--- src/common/p4_proc_pkg.sv ---
package p4_proc_pkg;

    // ------------------------------------------------------------------------
    // widths.
    // ------------------------------------------------------------------------
    localparam int TIMESTAMP_WID = 32;
    localparam int PORT_NUM_WID  = 1;
    localparam int TRUNC_LEN_WID = 16;
    localparam int TYPE_CODE_WID = 3;

    // codes 5 to 7 from the P4 block all decode to UNSET.
    localparam logic [TYPE_CODE_WID-1:0] TYPE_CODE_UNSET_FIRST = 3'd5;

    // ------------------------------------------------------------------------
    // port and metadata types.
    // ------------------------------------------------------------------------
    typedef enum logic [TYPE_CODE_WID-1:0] {
        PHY     = 3'd0,
        PF      = 3'd1,
        VF0     = 3'd2,
        APP_IGR = 3'd3,
        VF2     = 3'd4,
        UNSET   = 3'd5
    } port_typ_t;

    // used as stream tid and tdest.
    typedef struct packed {
        port_typ_t               typ;
        logic [PORT_NUM_WID-1:0] num;
    } port_t;

    typedef struct packed {
        logic [TYPE_CODE_WID-1:0] typ_code;
        logic [PORT_NUM_WID-1:0]  num;
    } egress_fields_t;

    // raw view for moving the code around, field view for decoding.
    typedef union packed {
        logic [TYPE_CODE_WID+PORT_NUM_WID-1:0] raw;
        egress_fields_t                        fields;
    } egress_code_u;

    typedef struct packed {
        logic                     enable;
        logic [TRUNC_LEN_WID-1:0] length;
    } trunc_meta_t;

    typedef struct packed {
        logic [TIMESTAMP_WID-1:0] timestamp;
        port_t                    ingress_port;
        egress_code_u             egress_code;
        trunc_meta_t              trunc;
    } user_metadata_t;

endpackage
--- src/common/pkt_stream_if.sv ---
`timescale 1ns/1ps

interface pkt_stream_if #(
    parameter int DATA_BYTES = 8
) ();
    import p4_proc_pkg::*;

    logic                    tvalid;
    logic                    tready;
    logic [DATA_BYTES*8-1:0] tdata;
    logic [DATA_BYTES-1:0]   tkeep;
    logic                    tlast;
    port_t                   tid;
    port_t                   tdest;
    // truncation request, constant across a packet.
    trunc_meta_t             trunc;

    modport tx (
        output tvalid, tdata, tkeep, tlast, tid, tdest, trunc,
        input  tready
    );

    modport rx (
        input  tvalid, tdata, tkeep, tlast, tid, tdest, trunc,
        output tready
    );

endinterface

--- src/p4_proc_core.sv ---
`timescale 1ns/1ps

module p4_proc_core #(
    parameter int DATA_BYTES = 8
) (
    input  logic                                  core_clk,
    input  logic                                  srst,
    input  logic [p4_proc_pkg::TIMESTAMP_WID-1:0] timestamp,

    // ingress stream.
    input  logic                                  in_tvalid,
    output logic                                  in_tready,
    input  logic [DATA_BYTES*8-1:0]               in_tdata,
    input  logic [DATA_BYTES-1:0]                 in_tkeep,
    input  logic                                  in_tlast,
    input  p4_proc_pkg::port_t                    in_tid,

    // towards the P4 block.
    output logic                                  p4_tx_tvalid,
    input  logic                                  p4_tx_tready,
    output logic [DATA_BYTES*8-1:0]               p4_tx_tdata,
    output logic [DATA_BYTES-1:0]                 p4_tx_tkeep,
    output logic                                  p4_tx_tlast,
    output p4_proc_pkg::user_metadata_t           p4_meta_out,
    output logic                                  p4_meta_out_valid,

    // back from the P4 block.
    input  logic                                  p4_rx_tvalid,
    output logic                                  p4_rx_tready,
    input  logic [DATA_BYTES*8-1:0]               p4_rx_tdata,
    input  logic [DATA_BYTES-1:0]                 p4_rx_tkeep,
    input  logic                                  p4_rx_tlast,
    input  p4_proc_pkg::user_metadata_t           p4_meta_in,
    input  logic                                  p4_meta_in_valid,

    // egress stream.
    output logic                                  out_tvalid,
    input  logic                                  out_tready,
    output logic [DATA_BYTES*8-1:0]               out_tdata,
    output logic [DATA_BYTES-1:0]                 out_tkeep,
    output logic                                  out_tlast,
    output p4_proc_pkg::port_t                    out_tid,
    output p4_proc_pkg::port_t                    out_tdest
);

    pkt_stream_if #(.DATA_BYTES(DATA_BYTES)) dec_stream ();
    pkt_stream_if #(.DATA_BYTES(DATA_BYTES)) flt_stream ();

    // ------------------------------------------------------------------------
    // ingress side. packet beats go to the P4 block as they are.
    // ------------------------------------------------------------------------
    assign p4_tx_tvalid = in_tvalid;
    assign p4_tx_tdata  = in_tdata;
    assign p4_tx_tkeep  = in_tkeep;
    assign p4_tx_tlast  = in_tlast;

    p4_meta_encode u_encode (
        .core_clk          (core_clk),
        .srst              (srst),
        .timestamp         (timestamp),
        .in_tvalid         (in_tvalid),
        .in_tready         (in_tready),
        .in_tlast          (in_tlast),
        .in_tid            (in_tid),
        .p4_tx_tready      (p4_tx_tready),
        .p4_meta_out       (p4_meta_out),
        .p4_meta_out_valid (p4_meta_out_valid)
    );

    // ------------------------------------------------------------------------
    // return side. decode, drop, truncate.
    // ------------------------------------------------------------------------
    p4_meta_decode #(.DATA_BYTES(DATA_BYTES)) u_decode (
        .core_clk         (core_clk),
        .srst             (srst),
        .p4_rx_tvalid     (p4_rx_tvalid),
        .p4_rx_tready     (p4_rx_tready),
        .p4_rx_tdata      (p4_rx_tdata),
        .p4_rx_tkeep      (p4_rx_tkeep),
        .p4_rx_tlast      (p4_rx_tlast),
        .p4_meta_in       (p4_meta_in),
        .p4_meta_in_valid (p4_meta_in_valid),
        .dec              (dec_stream.tx)
    );

    pkt_drop_filter #(.DATA_BYTES(DATA_BYTES)) u_drop (
        .core_clk (core_clk),
        .srst     (srst),
        .flt_in   (dec_stream.rx),
        .flt_out  (flt_stream.tx)
    );

    pkt_truncate #(.DATA_BYTES(DATA_BYTES)) u_trunc (
        .core_clk   (core_clk),
        .srst       (srst),
        .trc_in     (flt_stream.rx),
        .out_tvalid (out_tvalid),
        .out_tready (out_tready),
        .out_tdata  (out_tdata),
        .out_tkeep  (out_tkeep),
        .out_tlast  (out_tlast),
        .out_tid    (out_tid),
        .out_tdest  (out_tdest)
    );

endmodule

--- src/pkt_filter/pkt_truncate.sv ---
`timescale 1ns/1ps

module pkt_truncate #(
    parameter int DATA_BYTES = 8
) (
    input  logic                    core_clk,
    input  logic                    srst,
    pkt_stream_if.rx                trc_in,
    output logic                    out_tvalid,
    input  logic                    out_tready,
    output logic [DATA_BYTES*8-1:0] out_tdata,
    output logic [DATA_BYTES-1:0]   out_tkeep,
    output logic                    out_tlast,
    output p4_proc_pkg::port_t      out_tid,
    output p4_proc_pkg::port_t      out_tdest
);
    import p4_proc_pkg::*;

    // one spare bit so the running end never wraps.
    localparam int CNT_WID = TRUNC_LEN_WID + 1;

    logic [CNT_WID-1:0]    byte_cnt;
    logic [CNT_WID-1:0]    end_cnt;
    logic [DATA_BYTES-1:0] keep_mask;
    logic [DATA_BYTES-1:0] keep_cut;
    logic                  cut;
    logic                  discard;
    logic                  load_ok;
    logic                  in_fire;

    // ------------------------------------------------------------------------
    // byte accounting.
    // ------------------------------------------------------------------------
    assign end_cnt = byte_cnt + CNT_WID'(DATA_BYTES);
    assign cut     = trc_in.trunc.enable && !discard &&
                     (end_cnt >= CNT_WID'(trc_in.trunc.length));

    always_comb begin
        for (int i = 0; i < DATA_BYTES; i++) begin
            keep_mask[i] = (byte_cnt + CNT_WID'(i)) < CNT_WID'(trc_in.trunc.length);
        end
    end

    assign keep_cut = cut ? (trc_in.tkeep & keep_mask) : trc_in.tkeep;

    always_ff @(posedge core_clk) begin
        if (srst) begin
            byte_cnt <= '0;
            discard  <= 1'b0;
        end else if (in_fire) begin
            if (trc_in.tlast) begin
                byte_cnt <= '0;
                discard  <= 1'b0;
            end else begin
                byte_cnt <= end_cnt;
                if (cut) begin
                    discard <= 1'b1;
                end
            end
        end
    end

    // tail beats after the cut drain at full rate.
    assign load_ok       = !out_tvalid || out_tready;
    assign trc_in.tready = load_ok || discard;
    assign in_fire       = trc_in.tvalid && trc_in.tready;

    // ------------------------------------------------------------------------
    // output register.
    // ------------------------------------------------------------------------
    always_ff @(posedge core_clk) begin
        if (srst) begin
            out_tvalid <= 1'b0;
        end else if (load_ok) begin
            out_tvalid <= trc_in.tvalid && !discard;
        end
    end

    always_ff @(posedge core_clk) begin
        if (load_ok && trc_in.tvalid && !discard) begin
            out_tdata <= trc_in.tdata;
            out_tkeep <= keep_cut;
            out_tlast <= trc_in.tlast || cut;
            out_tid   <= trc_in.tid;
            out_tdest <= trc_in.tdest;
        end
    end

    // a stalled input beat is held until it is taken.
    a_in_stable : assert property (
        @(posedge core_clk) disable iff (srst)
        trc_in.tvalid && !trc_in.tready |=>
            trc_in.tvalid &&
            $stable({trc_in.tdata, trc_in.tkeep, trc_in.tlast, trc_in.tid, trc_in.tdest,
                     trc_in.trunc})
    );

endmodule

--- src/pkt_filter/pkt_drop_filter.sv ---
`timescale 1ns/1ps

module pkt_drop_filter #(
    parameter int DATA_BYTES = 8
) (
    input logic      core_clk,
    input logic      srst,
    pkt_stream_if.rx flt_in,
    pkt_stream_if.tx flt_out
);
    import p4_proc_pkg::*;

    logic                    sop;
    logic                    drop_held;
    logic                    drop_now;
    logic                    load_ok;
    logic                    in_fire;
    logic                    valid_q;
    logic [DATA_BYTES*8-1:0] data_q;
    logic [DATA_BYTES-1:0]   keep_q;
    logic                    last_q;
    port_t                   tid_q;
    port_t                   tdest_q;
    trunc_meta_t             trunc_q;

    // ------------------------------------------------------------------------
    // drop decision, made on the first beat and held to the last.
    // ------------------------------------------------------------------------
    always_comb begin
        if (sop) begin
            drop_now = (flt_in.tdest.typ == UNSET) ||
                       (flt_in.tlast && flt_in.tkeep == '0);
        end else begin
            drop_now = drop_held;
        end
    end

    always_ff @(posedge core_clk) begin
        if (srst) begin
            sop       <= 1'b1;
            drop_held <= 1'b0;
        end else if (in_fire) begin
            sop       <= flt_in.tlast;
            drop_held <= drop_now;
        end
    end

    // dropped beats are swallowed without waiting on the output.
    assign load_ok       = !valid_q || flt_out.tready;
    assign flt_in.tready = load_ok || drop_now;
    assign in_fire       = flt_in.tvalid && flt_in.tready;

    // ------------------------------------------------------------------------
    // output register.
    // ------------------------------------------------------------------------
    always_ff @(posedge core_clk) begin
        if (srst) begin
            valid_q <= 1'b0;
        end else if (load_ok) begin
            valid_q <= flt_in.tvalid && !drop_now;
        end
    end

    always_ff @(posedge core_clk) begin
        if (load_ok && flt_in.tvalid && !drop_now) begin
            data_q  <= flt_in.tdata;
            keep_q  <= flt_in.tkeep;
            last_q  <= flt_in.tlast;
            tid_q   <= flt_in.tid;
            tdest_q <= flt_in.tdest;
            trunc_q <= flt_in.trunc;
        end
    end

    assign flt_out.tvalid = valid_q;
    assign flt_out.tdata  = data_q;
    assign flt_out.tkeep  = keep_q;
    assign flt_out.tlast  = last_q;
    assign flt_out.tid    = tid_q;
    assign flt_out.tdest  = tdest_q;
    assign flt_out.trunc  = trunc_q;

    // an empty beat is only legal as the single beat of a zero-length packet.
    a_keep_nonzero : assert property (
        @(posedge core_clk) disable iff (srst)
        flt_in.tvalid && !flt_in.tlast |-> flt_in.tkeep != '0
    );

endmodule

--- src/p4_meta/p4_meta_decode.sv ---
`timescale 1ns/1ps

module p4_meta_decode #(
    parameter int DATA_BYTES = 8
) (
    input  logic                        core_clk,
    input  logic                        srst,
    input  logic                        p4_rx_tvalid,
    output logic                        p4_rx_tready,
    input  logic [DATA_BYTES*8-1:0]     p4_rx_tdata,
    input  logic [DATA_BYTES-1:0]       p4_rx_tkeep,
    input  logic                        p4_rx_tlast,
    input  p4_proc_pkg::user_metadata_t p4_meta_in,
    input  logic                        p4_meta_in_valid,
    pkt_stream_if.tx                    dec
);
    import p4_proc_pkg::*;

    port_t        held_ingress;
    egress_code_u held_code;
    trunc_meta_t  held_trunc;
    egress_code_u code;
    port_t        dest_port;
    logic         sop;

    // ------------------------------------------------------------------------
    // metadata hold for the later beats of a packet.
    // ------------------------------------------------------------------------
    always_ff @(posedge core_clk) begin
        if (p4_meta_in_valid) begin
            held_ingress  <= p4_meta_in.ingress_port;
            held_code.raw <= p4_meta_in.egress_code.raw;
            held_trunc    <= p4_meta_in.trunc;
        end
    end

    always_ff @(posedge core_clk) begin
        if (srst) begin
            sop <= 1'b1;
        end else if (p4_rx_tvalid && p4_rx_tready) begin
            sop <= p4_rx_tlast;
        end
    end

    // live metadata on the first beat, held copy afterwards.
    assign code.raw = p4_meta_in_valid ? p4_meta_in.egress_code.raw : held_code.raw;

    // ------------------------------------------------------------------------
    // egress code decode table.
    // ------------------------------------------------------------------------
    always_comb begin
        case (code.fields.typ_code)
            3'd0:    dest_port.typ = PHY;
            3'd1:    dest_port.typ = PF;
            3'd2:    dest_port.typ = VF0;
            3'd3:    dest_port.typ = APP_IGR;
            3'd4:    dest_port.typ = VF2;
            // 5, 6 and 7 are all unset.
            default: dest_port.typ = UNSET;
        endcase
        dest_port.num = code.fields.num;
    end

    assign dec.tvalid   = p4_rx_tvalid;
    assign dec.tdata    = p4_rx_tdata;
    assign dec.tkeep    = p4_rx_tkeep;
    assign dec.tlast    = p4_rx_tlast;
    assign dec.tdest    = dest_port;
    assign dec.tid      = p4_meta_in_valid ? p4_meta_in.ingress_port : held_ingress;
    assign dec.trunc    = p4_meta_in_valid ? p4_meta_in.trunc : held_trunc;
    assign p4_rx_tready = dec.tready;

    // the P4 block only strobes metadata alongside a first beat.
    a_meta_on_first_beat : assert property (
        @(posedge core_clk) disable iff (srst)
        p4_meta_in_valid |-> p4_rx_tvalid && sop
    );

endmodule

--- src/p4_meta/p4_meta_encode.sv ---
`timescale 1ns/1ps

module p4_meta_encode (
    input  logic                                    core_clk,
    input  logic                                    srst,
    input  logic [p4_proc_pkg::TIMESTAMP_WID-1:0]   timestamp,
    input  logic                                    in_tvalid,
    output logic                                    in_tready,
    input  logic                                    in_tlast,
    input  p4_proc_pkg::port_t                      in_tid,
    input  logic                                    p4_tx_tready,
    output p4_proc_pkg::user_metadata_t             p4_meta_out,
    output logic                                    p4_meta_out_valid
);
    import p4_proc_pkg::*;

    logic sop;

    // the P4 block sets the pace of the ingress stream.
    assign in_tready = p4_tx_tready;

    // first-beat tracker, set again once a last beat has gone out.
    always_ff @(posedge core_clk) begin
        if (srst) begin
            sop <= 1'b1;
        end else if (in_tvalid && in_tready) begin
            sop <= in_tlast;
        end
    end

    // ------------------------------------------------------------------------
    // outgoing metadata.
    // ------------------------------------------------------------------------
    always_comb begin
        p4_meta_out.timestamp                   = timestamp;
        p4_meta_out.ingress_port                = in_tid;
        // egress defaults to unset, the P4 program must pick a port.
        p4_meta_out.egress_code.fields.typ_code = TYPE_CODE_UNSET_FIRST;
        p4_meta_out.egress_code.fields.num      = in_tid.num;
        p4_meta_out.trunc.enable                = 1'b0;
        p4_meta_out.trunc.length                = '0;
    end

    assign p4_meta_out_valid = in_tvalid && sop;

    // strobe stays up until its beat is taken.
    a_meta_strobe_held : assert property (
        @(posedge core_clk) disable iff (srst)
        p4_meta_out_valid && !p4_tx_tready |=> p4_meta_out_valid
    );

endmodule

--- config.mk ---
export PLATFORM = sky130hd
export DESIGN_NAME = p4_proc_core
export DESIGN_NICKNAME = d
export VERILOG_FILES = /design/src/common/p4_proc_pkg.sv /design/src/common/pkt_stream_if.sv /design/src/p4_proc_core.sv /design/src/pkt_filter/pkt_truncate.sv /design/src/pkt_filter/pkt_drop_filter.sv /design/src/p4_meta/p4_meta_decode.sv /design/src/p4_meta/p4_meta_encode.sv
export SDC_FILE = /design/constraint.sdc
export NUM_CORES = 1
export LEC_CHECK = 0
export ABC_CLOCK_PERIOD_IN_PS = 15000
export BUFFER_PORTS_ARGS = -buffer_cell sky130_fd_sc_hd__buf_2
export CAP_MARGIN = 20
export CORE_AREA = 2 2 180 182
export CTS_BUF_LIST = sky130_fd_sc_hd__clkbuf_8
export CTS_CLUSTER_SIZE = 20
export DETAILED_ROUTE_END_ITERATION = 12
export DIE_AREA = 0 0 182 184
export GPL_ROUTABILITY_DRIVEN = 0
export PLACE_DENSITY_LB_ADDON = 0.25
export SYNTH_ARGS = -nofsm -noshare
export SYNTH_HDL_FRONTEND = slang
export SYNTH_SLANG_ARGS = --single-unit
--- constraint.sdc ---
create_clock -name core_clk -period 15 [get_ports core_clk]
set_input_delay 1.5 -clock core_clk [delete_from_list [all_inputs] [get_ports core_clk]]
set_output_delay 1.5 -clock core_clk [all_outputs]
set_load 0.02 [all_outputs]
# After elaboration in Yosys (flattened, before gate mapping)
# Index checks and enable logic that the tools add are counted.
# totals
ff_bits,227
input_bits,246
output_inout_bits,216
word_cells,87
# classes
addsub,8
magnitude_cmp,9
eq_ne,5
muxes,9
bitwise,1
reduce_logical,27
# op_table
op,n
17-bit by 16-bit < comparator with 1-bit output,8
17-bit by 3-bit adder with 17-bit output (second input constant),4
17-bit by 2-bit adder with 17-bit output (second input constant),2
17-bit 2-to-1 mux,2
17-bit by 1-bit adder with 17-bit output (second input constant),1
17-bit by 4-bit adder with 17-bit output (second input constant),1
17-bit by 16-bit >= comparator with 1-bit output,1
3-bit case mux with 5 select lines,1
1-bit logical AND,13
8-bit AND,1
8-bit zero test,1
4-bit 2-to-1 mux,2
8-bit 2-to-1 mux,1
3-bit by 2-bit equality test with 1-bit output (second input constant),2
3-bit equality test (second input constant),2
1-bit logical OR,6
1-bit zero test,4
3-bit by 1-bit equality test with 1-bit output (second input constant),1
3-bit zero test,1
1-bit 2-to-1 mux,3
2-bit AND reduction,1
2-bit nonzero test,1

# Longest topological paths before layout
# Gate-level depths: netlist of the first run.
# logic_depth
word_depth,8
ltp_mapped,12
depth_no_buf,12

# By module
# Synthesis of the first run repeated with hierarchy kept, for this count alone.
# hier_totals
hier_cells,790
hier_area_um2,10423.7
# modules_own_cells
mod,n_inst,cells_per_inst,area_each_um2,seq_area_each_um2
pkt_truncate,1,395,4830.9,2752.6
pkt_drop_filter,1,123,3135.5,3002.9
p4_meta_decode,1,134,1413.9,500.5
p4_proc_core,1,74,555.5,0.0
p4_meta_encode,1,64,488.0,20.0

# Worst setup path after synthesis of the first run
# OpenSTA, ideal clock, no wires.
# synth_timing
path_kind,in2reg
from,in p4_meta_in_valid
to,"reg u_drop.data_q[0], in the netlist u_drop.flt_out.tdata[0], enable pin"
setup_time_ns,0.555
t_arrival_ns,6.464
required_ns,14.445
setup_slack_ns,7.981
cell_stages,5
n_path_buf,1
path_cell_list,buf_2 > mux2i_1 > a211oi_1 > o31a_1 > nor2_1
# synth_between
elab_chain_cells,8
elab_cells_between_ends,12
classes_between,eq/ne (5); mux (3); reduce/logical (4)
# synth_rtl
item,line_no,text
start: declaration,p4_proc_core.sv:34,"input logic p4_meta_in_valid,"
4-bit 2-to-1 mux *,p4_meta_decode.sv:46,assign code.raw = p4_meta_in_valid ? p4_meta_in.egress_code.raw : held_code.raw;
3-bit equality test (tied with other cells),p4_meta_decode.sv:52,case (code.fields.typ_code)
3-bit case mux with 5 select lines *,p4_meta_decode.sv:52,
3-bit equality test *,pkt_drop_filter.sv:31,drop_now = (flt_in.tdest.typ == UNSET) ||
1-bit logical OR *,pkt_drop_filter.sv:31,
1-bit 2-to-1 mux *,pkt_drop_filter.sv:30,if (sop) begin
1-bit zero test *,pkt_drop_filter.sv:65,if (load_ok && flt_in.tvalid && !drop_now) begin
1-bit logical AND *,pkt_drop_filter.sv:65,
end signal: assignment,pkt_drop_filter.sv:66,data_q <= flt_in.tdata;
end: declaration,pkt_drop_filter.sv:19,logic [DATA_BYTES*8-1:0] data_q;
# Mark *: on every way between the ends. The rest lies on a longest branch, timed or not.
# A chain may end at the register's enable or synchronous reset.

# Worst setup path after layout of the first run
# layout_timing
from,in p4_meta_in_valid
to,out p4_rx_tready
# layout_between
elab_chain_cells,7
elab_cells_between_ends,11
classes_between,eq/ne (5); mux (3); reduce/logical (3)
# layout_rtl
item,line_no,text
4-bit 2-to-1 mux *,p4_meta_decode.sv:46,
3-bit equality test (tied with other cells),p4_meta_decode.sv:52,
3-bit case mux with 5 select lines *,p4_meta_decode.sv:52,
3-bit equality test *,pkt_drop_filter.sv:31,
1-bit logical OR *,pkt_drop_filter.sv:31,
1-bit 2-to-1 mux *,pkt_drop_filter.sv:30,
1-bit logical OR *,pkt_drop_filter.sv:50,assign flt_in.tready = load_ok || drop_now;
end: declaration,p4_proc_core.sv:29,"output logic p4_rx_tready,"
# Marked as above.

==> results of run 1 <==
power breakdown:
part / internal, W / switching, W / leakage, nW
sequential: 0.000723 / 0.0000121 / 2.05
clock: 0.000286 / 0.000253 / 0.453
combinational: 0.0000367 / 0.0000744 / 2.00
cells by family (layout without fill, tap and decap cells):
group / Yosys count / after routing
AOI/OAI and AO/OA: 113 / 113
xor gates and xnor gates: 12 / 12
DFF: 224 / 224
and+or+nand+nor: 111 / 111
other: 2 / 20
buffers and inverters: 183 / 290
adders and majority gates: 49 / 49
muxes: 25 / 25
cell type report:
class | count | area, sq um
fillers | 3134 | 20300
well taps | 402 | 503
clock buffers | 43 | 592
inverters | 21 | 78.8
repair buffers | 195 | 983
multi-input cells | 330 | 2430
clock inverters | 31 | 178
flip-flops and latches | 224 | 6280
path summary, 6_finish.rpt:
| kind | startpoint | endpoint | slack [ps] | cells past startpoint |
|---|---|---|---|---|
| worst max-delay path | p4_meta_in_valid | p4_rx_tready | 10230 | 6 |
| worst min-delay path | u_drop.flt_out.tdata[10] | u_trunc.out_tdata[10] | 410 | 0 |
| worst max register to register | u_trunc.byte_cnt[4] | u_trunc.out_tlast | 11390 | 12 |
| worst min register to register | u_drop.flt_out.tdata[10] | u_trunc.out_tdata[10] | 410 | 0 |
registers in the layout, indices dropped and copies added, names as in the netlist, 4 cells and up:
signal / count
u_decode.held_code: 4
u_drop.flt_out.tdest: 4
u_drop.flt_out.tdata: 64
u_decode.held_ingress: 4
u_trunc.out_tid: 4
u_trunc.out_tkeep: 8
u_drop.flt_out.tid: 4
u_trunc.out_tdata: 64
u_trunc.out_tdest: 4
u_decode.held_trunc: 17
u_drop.flt_out.tkeep: 8
u_trunc.byte_cnt: 14
u_drop.flt_out.trunc: 17
critical path, delay by kind of cell:
family	cells	cell delay [ps]
compound gates	2	480
buf+inv	2	740
mux	1	400
simple gates	1	140
cells in the final DEF (no fill, tap or decap), types with 3 or more instances in the layout:
| cell type | count |
|---|---|
| a211o_1 | 3 |
| a211oi_1 | 5 |
| a21o_1 | 7 |
| a21oi_1 | 30 |
| a22oi_1 | 6 |
| a31oi_1 | 6 |
| and3_1 | 4 |
| buf_2 | 192 |
| buf_4 | 3 |
| clkbuf_8 | 43 |
| clkinv_1 | 7 |
| clkinv_2 | 4 |
| conb_1 | 20 |
| dfxtp_1 | 45 |
| edfxtp_1 | 179 |
| ha_1 | 49 |
| inv_1 | 37 |
| mux2_2 | 23 |
| nand2_1 | 20 |
| nand2b_1 | 5 |
| nand3_1 | 10 |
| nand3b_1 | 6 |
| nand4_1 | 9 |
| nor2_1 | 30 |
| nor3_1 | 7 |
| nor4_1 | 3 |
| o21a_1 | 11 |
| o21ai_0 | 24 |
| o31a_1 | 3 |
| o31ai_1 | 3 |
| xnor2_1 | 6 |
| xor2_1 | 6 |
per-stage QoR:
stage	std cells	setup slack, ps	hold slack (ps)	util (%)	area [sq um]
floorplan	737	7980	400	-	9890
global placement	1172	9920	400	32.7	10300
detailed placement	1172	9910	405	32.7	10300
CTS	1246	10210	406	35.2	11000
global route	1246	10080	412	35.2	11000
finish	1246	10230	407	35.2	11000
routing by layer:
| metal | vias up | wire length [um] | track usage (%) |
|---|---|---|---|
| met5 | - | 0 | 0 |
| met4 | 0 | 711 | 5.81 |
| met3 | 66 | 1450 | 3.03 |
| met2 | 252 | 10000 | 20.0 |
| met1 | 2669 | 9180 | 16.1 |
| li1 | 2666 | - | - |
==> impl_metrics.py, run 1 <==
metrics = {
    "setup_path": {
        "crit_chain": "buf_2, mux2i_1, a211oi_1, o31ai_1, nand2_1, buf_2",
        "critPathMaxStageDelay_ps": 560,
        "crit_fanout": 27,
        "worstSetupEndpointType": "output port",
        "critPathArrivalTime_ps": 3270,
        "crit_slowest_cell": "buf_2",
        "start_kind": "primary input",
        "critPathRequiredTime_ps": 13500,
        "crit_type": "in -> out",
        "critical_path.most_common_cell": "buf_2",
    },
    "global_route": {
        "grt_pass1_vias": 5527,
        "track_usage_pct": 12.5,
        "grt_overflow": 0,
        "grt_pass1_wl_um": 32100,
        "antenna_found_initial": 0,
        "grt_max_degree": 70,
    },
    "cts": {
        "clk_pin_slew_ps": 60,
        "ctsRootBufferMaster": "clkbuf_8",
        "htree_levels": 2,
        "cts_buffer_depth": 3,
        "tritoncts": "done",
        "post-cts-setup-buffers": 0,
        "numCtsBuffers": 40,
        "clk_latency_ps": 530,
        "cts_resized": 0,
        "cts-hold-fix-buffers": 0,
        "clock-sinks": 224,
    },
    "synthesis": {
        "synth.top_cell.area_share_pct": 54.7,
        "synth_edf_count": 179,
        "ys_warn_count": 0,
        "synthCells": 719,
        "synth_area_leaders": "edfxtp_1 (55%), buf_4 (10%), dfxtp_1 (9.2%), ha_1 (6.2%), mux2_2 (2.6%)",
        "synth_top_family_by_area": "buffers and inverters",
        "synthXorXnorAreaFrac_pct": 1.07,
        "synth.distinct_cells": 56,
        "synth_area_sq_um": 9820,
        "synth_seq_cells": 224,
        "synth_most_common_cell": "edfxtp_1",
        "yosysTopAreaCell": "edfxtp_1",
        "synth_flop_cell": "edfxtp_1",
        "synth_fa_ha_area_share_pct": 6.24,
        "muxShareOfSynthArea_pct": 2.84,
        "ys_seq_area_share_pct": 63.9,
        "synth_compound_area_share_pct": 7.57,
        "async_flop_share_pct": 0,
        "avgSynthCellArea_sq_um": 13.7,
        "synth_common_cells": "edfxtp_1 (179), buf_4 (134), ha_1 (49)",
        "synthSimpleGateAreaFrac_pct": 6.13,
    },
    "power": {
        "power.density_nw_per_um2": 125,
        "finalPower_w": 0.00138,
        "p_leak_nw": 4.50,
        "ir_worst_vdd_v": 0.0000662,
    },
    "die": {
        "die_h_um": 184,
        "rows": 65,
        "dieArea_sq_um": 33500,
        "io_pins": 462,
        "die_x_um": 182,
        "initial_core_util_pct": 31.3,
        "core_sq_um": 31400,
    },
    "route": {
        "wl_per_cell_um": 17.2,
        "drc": 0,
        "wirelength_um": 21400,
        "drt-initial-drc-count": 302,
        "vias_per_cell": 4.54,
        "first_pass_iters": 5,
        "ant_nets": 0,
        "vias": 5653,
    },
    "layout": {
        "drive_above_1_share_pct": 33.2,
        "n_antenna_cell": 0,
        "area_growth_pct": 12.5,
        "layout.nets": 1107,
    },
    "timing": {
        "fmax_mhz": 210,
        "tns_ps": 0,
        "rsz0062_at_grt": "false",
        "final.period_utilization_pct": 31.8,
        "fin_crit_ps": 4770,
        "slew_headroom_pct": 36.5,
        "hold_viol": 0,
        "tightest_slew_ps": 953,
        "clock_skew_ps": 14.0,
        "slew_violations": 0,
        "setup_violations": 0,
    },
    "placement": {
        "portBuffers": 192,
        "dp_hpwl_um": 15200,
    },
    "worst_hold_path": {
        "hold_class": "reg -> reg",
    },
    "run": {
        "cap_violations": 0,
    },
    "status": {
        "status": "completed",
    },
}
Power figures use the tool's default switching activity.
==> inputs of run 2 (changes only) <==
- ABC_CLOCK_PERIOD_IN_PS: 15000 -> 4100
- CORE_AREA: 2 2 180 182 -> 2 2 182 184
- DIE_AREA: 0 0 182 184 -> 0 0 184 186
- clock period: 15 -> 4.1 ns (I/O delays scaled with it)
==> impl_metrics.py, run 2 (synthesized netlist as in run 1, its figures left out) <==
metrics = {
    "status": {
        "status": "completed",
    },
    "global_route": {
        "grt_pass1_wl_um": 33100,
        "grt_overflow": 0,
        "grt_max_degree": 82,
        "antenna_found_initial": 3,
        "track_usage_pct": 12.9,
        "grt_pass1_vias": 5650,
    },
    "cts": {
        "ctsRootBufferMaster": "clkbuf_8",
        "clk_latency_ps": 530,
        "post-cts-setup-buffers": 0,
        "cts-hold-fix-buffers": 0,
        "clk_pin_slew_ps": 60,
        "tritoncts": "done",
        "cts_resized": 0,
        "cts_buffer_depth": 3,
        "clock-sinks": 224,
        "numCtsBuffers": 40,
        "htree_levels": 2,
    },
    "layout": {
        "mostFrequentLayoutCells": "buf_2 (192), edfxtp_1 (179), ha_1 (49)",
        "area_growth_pct": 13.6,
        "layout.nets": 1111,
        "fillCellCount": 3202,
        "drive_above_1_share_pct": 33.9,
        "layout_commonest_cell": "buf_2",
    },
    "route": {
        "vias": 5573,
        "vias_per_cell": 4.44,
        "wl_per_cell_um": 17.6,
        "first_pass_iters": 4,
        "drc": 0,
        "wirelength_um": 22100,
        "ant_nets": 0,
        "drt-initial-drc-count": 313,
    },
    "setup_path": {
        "critPathMaxStageDelay_ps": 460,
        "crit_slowest_cell": "dfxtp_1",
        "critPathRequiredTime_ps": 4360,
        "critPathTopFamily": "simple AND/OR/NAND/NOR gates",
        "ff2ff_setup_slack_ps": 890,
        "critPathArrivalTime_ps": 3470,
        "worstSetupEndpointType": "flip-flop",
        "worstRegToRegCells": 13,
        "start_kind": "flip-flop",
        "timing.rr.end": "u_trunc.out_tlast",
        "r2r-start": "u_trunc.byte_cnt[3]",
        "cp_num_buf_inv": 1,
        "crit_chain": "ha_1, nand3_1, nor3_1, buf_4, nand3_1, xnor2_1, ha_1, a211oi_1, o21ai_0, o2111ai_1, nand4b_2, nand3b_4, or2b_1",
        "crit_type": "reg -> reg",
        "crit_fanout": 9,
    },
    "timing": {
        "slew_headroom_pct": 45.2,
        "hold_viol": 0,
        "setup_ws_ps": 892,
        "tns_ps": 0,
        "hold_slack_ps": 66.0,
        "final.period_utilization_pct": 78.2,
        "clock_skew_ps": 25.9,
        "fin_crit_ps": 3210,
        "tightest_slew_ps": 819,
        "rsz0062_at_grt": "false",
        "setup_violations": 0,
        "fmax_mhz": 312,
        "slew_violations": 0,
    },
    "run": {
        "cap_violations": 0,
    },
    "placement": {
        "dp_hpwl_um": 15800,
        "detailedPlace.worstSlack_ps": 906,
        "portBuffers": 192,
    },
    "die": {
        "io_pins": 462,
        "die_x_um": 184,
        "initial_core_util_pct": 30.5,
        "core_sq_um": 32200,
        "rows": 66,
        "die_h_um": 186,
        "dieArea_sq_um": 34200,
    },
    "worst_hold_path": {
        "holdPathStages": 1,
        "min_to": "u_drop.flt_out.tdata[15]",
        "min_from": "p4_rx_tdata[15]",
        "hold_class": "in -> reg",
    },
    "power": {
        "ir_worst_vdd_v": 0.000287,
        "p_leak_nw": 4.53,
        "power.density_nw_per_um2": 467,
    },
}
run 2: cell types whose count changed in the layout (fill, tap and decap cells not counted), sizes merged, moves of 2 or more:
cell,change
clkinvlp,+2
inv,-3
clkbuf,-2
clkinv,-2
bufinv,+3
buf,+4
run 2: metal layers:
metal | track usage (%) | share of wire, % | vias to the layer above
li1 | - | - | 2668
met1 | 15.3 | 41 | 2602
met2 | 20.3 | 46 | 221
met3 | 5.13 | 9.6 | 78
met4 | 6.14 | 3.6 | 4
met5 | 0 | 0.11 | -
run 2: cell type report:
class	instances	area [sq um]	area share [%]
antenna	1	2.50	0.0224
clock buffer	41	564	5.06
clock inverter	31	241	2.17
inverter	21	78.8	0.707
multi-input combinational	330	2430	21.8
sequential	224	6280	56.3
tap	408	510	4.58
timing repair buffer	199	1050	9.38
run 2: worst max path at each step:
stage | cells past startpoint | endpoint | from
final | 13 | u_trunc.out_tlast | u_trunc.byte_cnt[3]
after global routing | 13 | u_trunc.out_tlast | u_trunc.byte_cnt[3]
after CTS | 11 | u_trunc.out_tlast | u_trunc.byte_cnt[5]
after detailed placement | 11 | u_trunc.out_tlast | u_trunc.byte_cnt[5]
after global placement | 11 | u_trunc.out_tlast | u_trunc.byte_cnt[5]
after floorplan | 5 | u_drop.flt_out.tdata[0] | p4_meta_in_valid
run 2: per-stage QoR:
stage                     instance area [sq um]  cells  utilization [%]  power (W)
final                                     11200   1255             34.6    0.00521
after global routing                      11100   1254             34.6    0.00546
after CTS                                 11100   1253             34.5    0.00531
after detailed placement                  10300   1181             32.0    0.00316
after global placement                    10300   1181             32.0    0.00315
after floorplan                            9900    737                -    0.00315
run 2: report_power, final:
group	total [W]	switching [W]	internal (W)
Sequential	0.00269	0.0000436	0.00264
Clock	0.00210	0.000912	0.00119
Combinational	0.000419	0.000276	0.000143
Total	0.00521	0.00123	0.00397
==> inputs of run 3 (changes only) <==
- ABC_CLOCK_PERIOD_IN_PS: 4100 -> 2580
- clock period: 4.1 -> 2.58 ns (I/O delays scaled with it)
==> impl_metrics.py, run 3 (synthesized netlist as in run 1, its figures left out) <==
metrics = {
    "setup_path": {
        "crit_chain": "nand4_1, nor3_4, buf_4, xor2_1, ha_1, a211oi_2, o21ai_1, o2111ai_2, nand4b_4, nand3b_4, or2b_1",
        "critPathTopFamily": "simple AND/OR/NAND/NOR gates",
        "critPathMaxStageDelay_ps": 340,
        "crit_fanout": 5,
        "crit_type": "reg -> reg",
        "cp_num_buf_inv": 1,
        "r2r-start": "u_trunc.byte_cnt[9]",
        "start_kind": "flip-flop",
        "crit_slowest_cell": "dfxtp_2",
        "worstSetupEndpointType": "flip-flop",
        "critPathRequiredTime_ps": 2840,
        "cp.depth": 11,
        "worstRegToRegCells": 11,
        "cp-startpoint": "u_trunc.byte_cnt[9]",
        "critPathArrivalTime_ps": 2920,
    },
    "layout": {
        "mostFrequentLayoutCells": "buf_2 (192), edfxtp_1 (179), dlygate4sd3_1 (99)",
        "layout_commonest_cell": "buf_2",
        "layout.nets": 1260,
        "n_antenna_cell": 0,
        "area_growth_pct": 28.6,
        "drive_above_1_share_pct": 36.0,
    },
    "timing": {
        "tightest_slew_ps": 741,
        "hold_viol": 0,
        "setup_violations": 1,
        "slew_headroom_pct": 50.6,
        "slew_violations": 0,
        "final.period_utilization_pct": 103,
        "fmax_mhz": 376,
        "setup_ws_ps": -79.1,
        "clock_skew_ps": 39.4,
        "rsz0062_at_grt": "true",
        "fin_crit_ps": 2660,
    },
    "route": {
        "ant_nets": 0,
        "drt-initial-drc-count": 234,
        "vias": 6186,
        "first_pass_iters": 5,
        "drc": 0,
        "vias_per_cell": 4.40,
        "wirelength_um": 23200,
        "wl_per_cell_um": 16.5,
    },
    "die": {
        "io_pins": 462,
        "dieArea_sq_um": 34200,
        "die_x_um": 184,
        "die_h_um": 186,
        "initial_core_util_pct": 30.5,
        "rows": 66,
        "core_sq_um": 32200,
    },
    "cts": {
        "numCtsBuffers": 40,
        "cts_buffer_depth": 3,
        "clock-sinks": 224,
        "ctsRootBufferMaster": "clkbuf_8",
        "clk_latency_ps": 540,
        "htree_levels": 2,
        "tritoncts": "done",
        "clk_pin_slew_ps": 60,
    },
    "power": {
        "finalPower_w": 0.00812,
        "power.density_nw_per_um2": 643,
        "ir_worst_vdd_v": 0.000335,
        "p_leak_nw": 5.28,
    },
    "status": {
        "status": "finished, violations left",
        "violations": "setup timing",
    },
    "worst_hold_path": {
        "min_from": "p4_meta_in[11]",
        "hold_class": "in -> reg",
        "holdPathStages": 2,
    },
    "placement": {
        "portBuffers": 192,
        "detailedPlace.worstSlack_ps": -166,
        "dp_hpwl_um": 16200,
    },
    "run": {
        "cap_violations": 0,
    },
    "global_route": {
        "grt_pass1_wl_um": 34800,
        "grt_pass1_vias": 6274,
        "grt_max_degree": 82,
        "antenna_found_initial": 0,
        "grt_overflow": 0,
        "track_usage_pct": 13.4,
    },
}
## run 3: cell count changes in the layout (fill, tap and decap cells not counted), sizes merged, moves of 4 or more
cell,delta
dlygate4sd3,+99
bufinv,-4
clkbuf,+4
clkinv,-5
buf,+49
inv,+8
## run 3: final cells by class
cell class,count,area (sq um)
Fill cell,3078,19600
Clock inverter,29,133
Tap cell,408,510
Timing Repair Buffer,347,2400
Clock buffer,45,619
Multi-Input combinational cell,331,2600
Inverter,21,78.8
Sequential cell,224,6290
## run 3: final timing paths
kind	to	slack, ps
setup / recovery	u_trunc.out_tlast	-80
hold / removal	u_decode.held_trunc[11]	30
setup reg to reg	u_trunc.out_tlast	-80
hold reg to reg	u_trunc.out_tdata[33]	390
## run 3: what timing repair did
item / in CTS / in global routing
hold buffers: 99 / 0
setup endpoints to repair: 10 / 11
resized for setup: 3 / 26
gates cloned: 1 / 0
buffers inserted: 13 / 10
endpoints found under the hold margin: 99 / 0
pin swaps: 5 / 12
## run 3: metal layers
metal	track usage [%]	up-vias	part of all wire, %
li1	-	2970	-
met1	15.8	2900	41
met2	21.9	236	48
met3	4.46	80	7.4
met4	6.53	0	3.9
met5	0	-	0
## run 3: through the flow
stage	hold WS, ps	TNS (ps)	instance area [sq um]	utilization [%]	std cells
detailed placement	405	-625	10600	32.9	1209
global route	10.4	-1160	12600	39.2	1405
floorplan	357	-23130	9970	-	737
global placement	400	-85.9	10600	32.9	1209
finish	33.8	-79.1	12600	39.2	1405
CTS	4.63	-90.9	12500	38.7	1396
## run 3: worst register-to-register path: stages (launching register included)
cell       delay [ps]
dfxtp_2           340
nand4_1           180
nor3_4            270
buf_4             140
xor2_1            200
ha_1              290
a211oi_2          200
o21ai_1           110
o2111ai_2         120
nand4b_4          160
nand3b_4          130
or2b_1            230
## run 3: power by group
part	switching (W)	leakage [nW]	internal, W
clock	0.00143	0.459	0.00161
combinational	0.000474	2.77	0.000335
sequential	0.0000694	2.05	0.00420
total	0.00198	5.28	0.00614
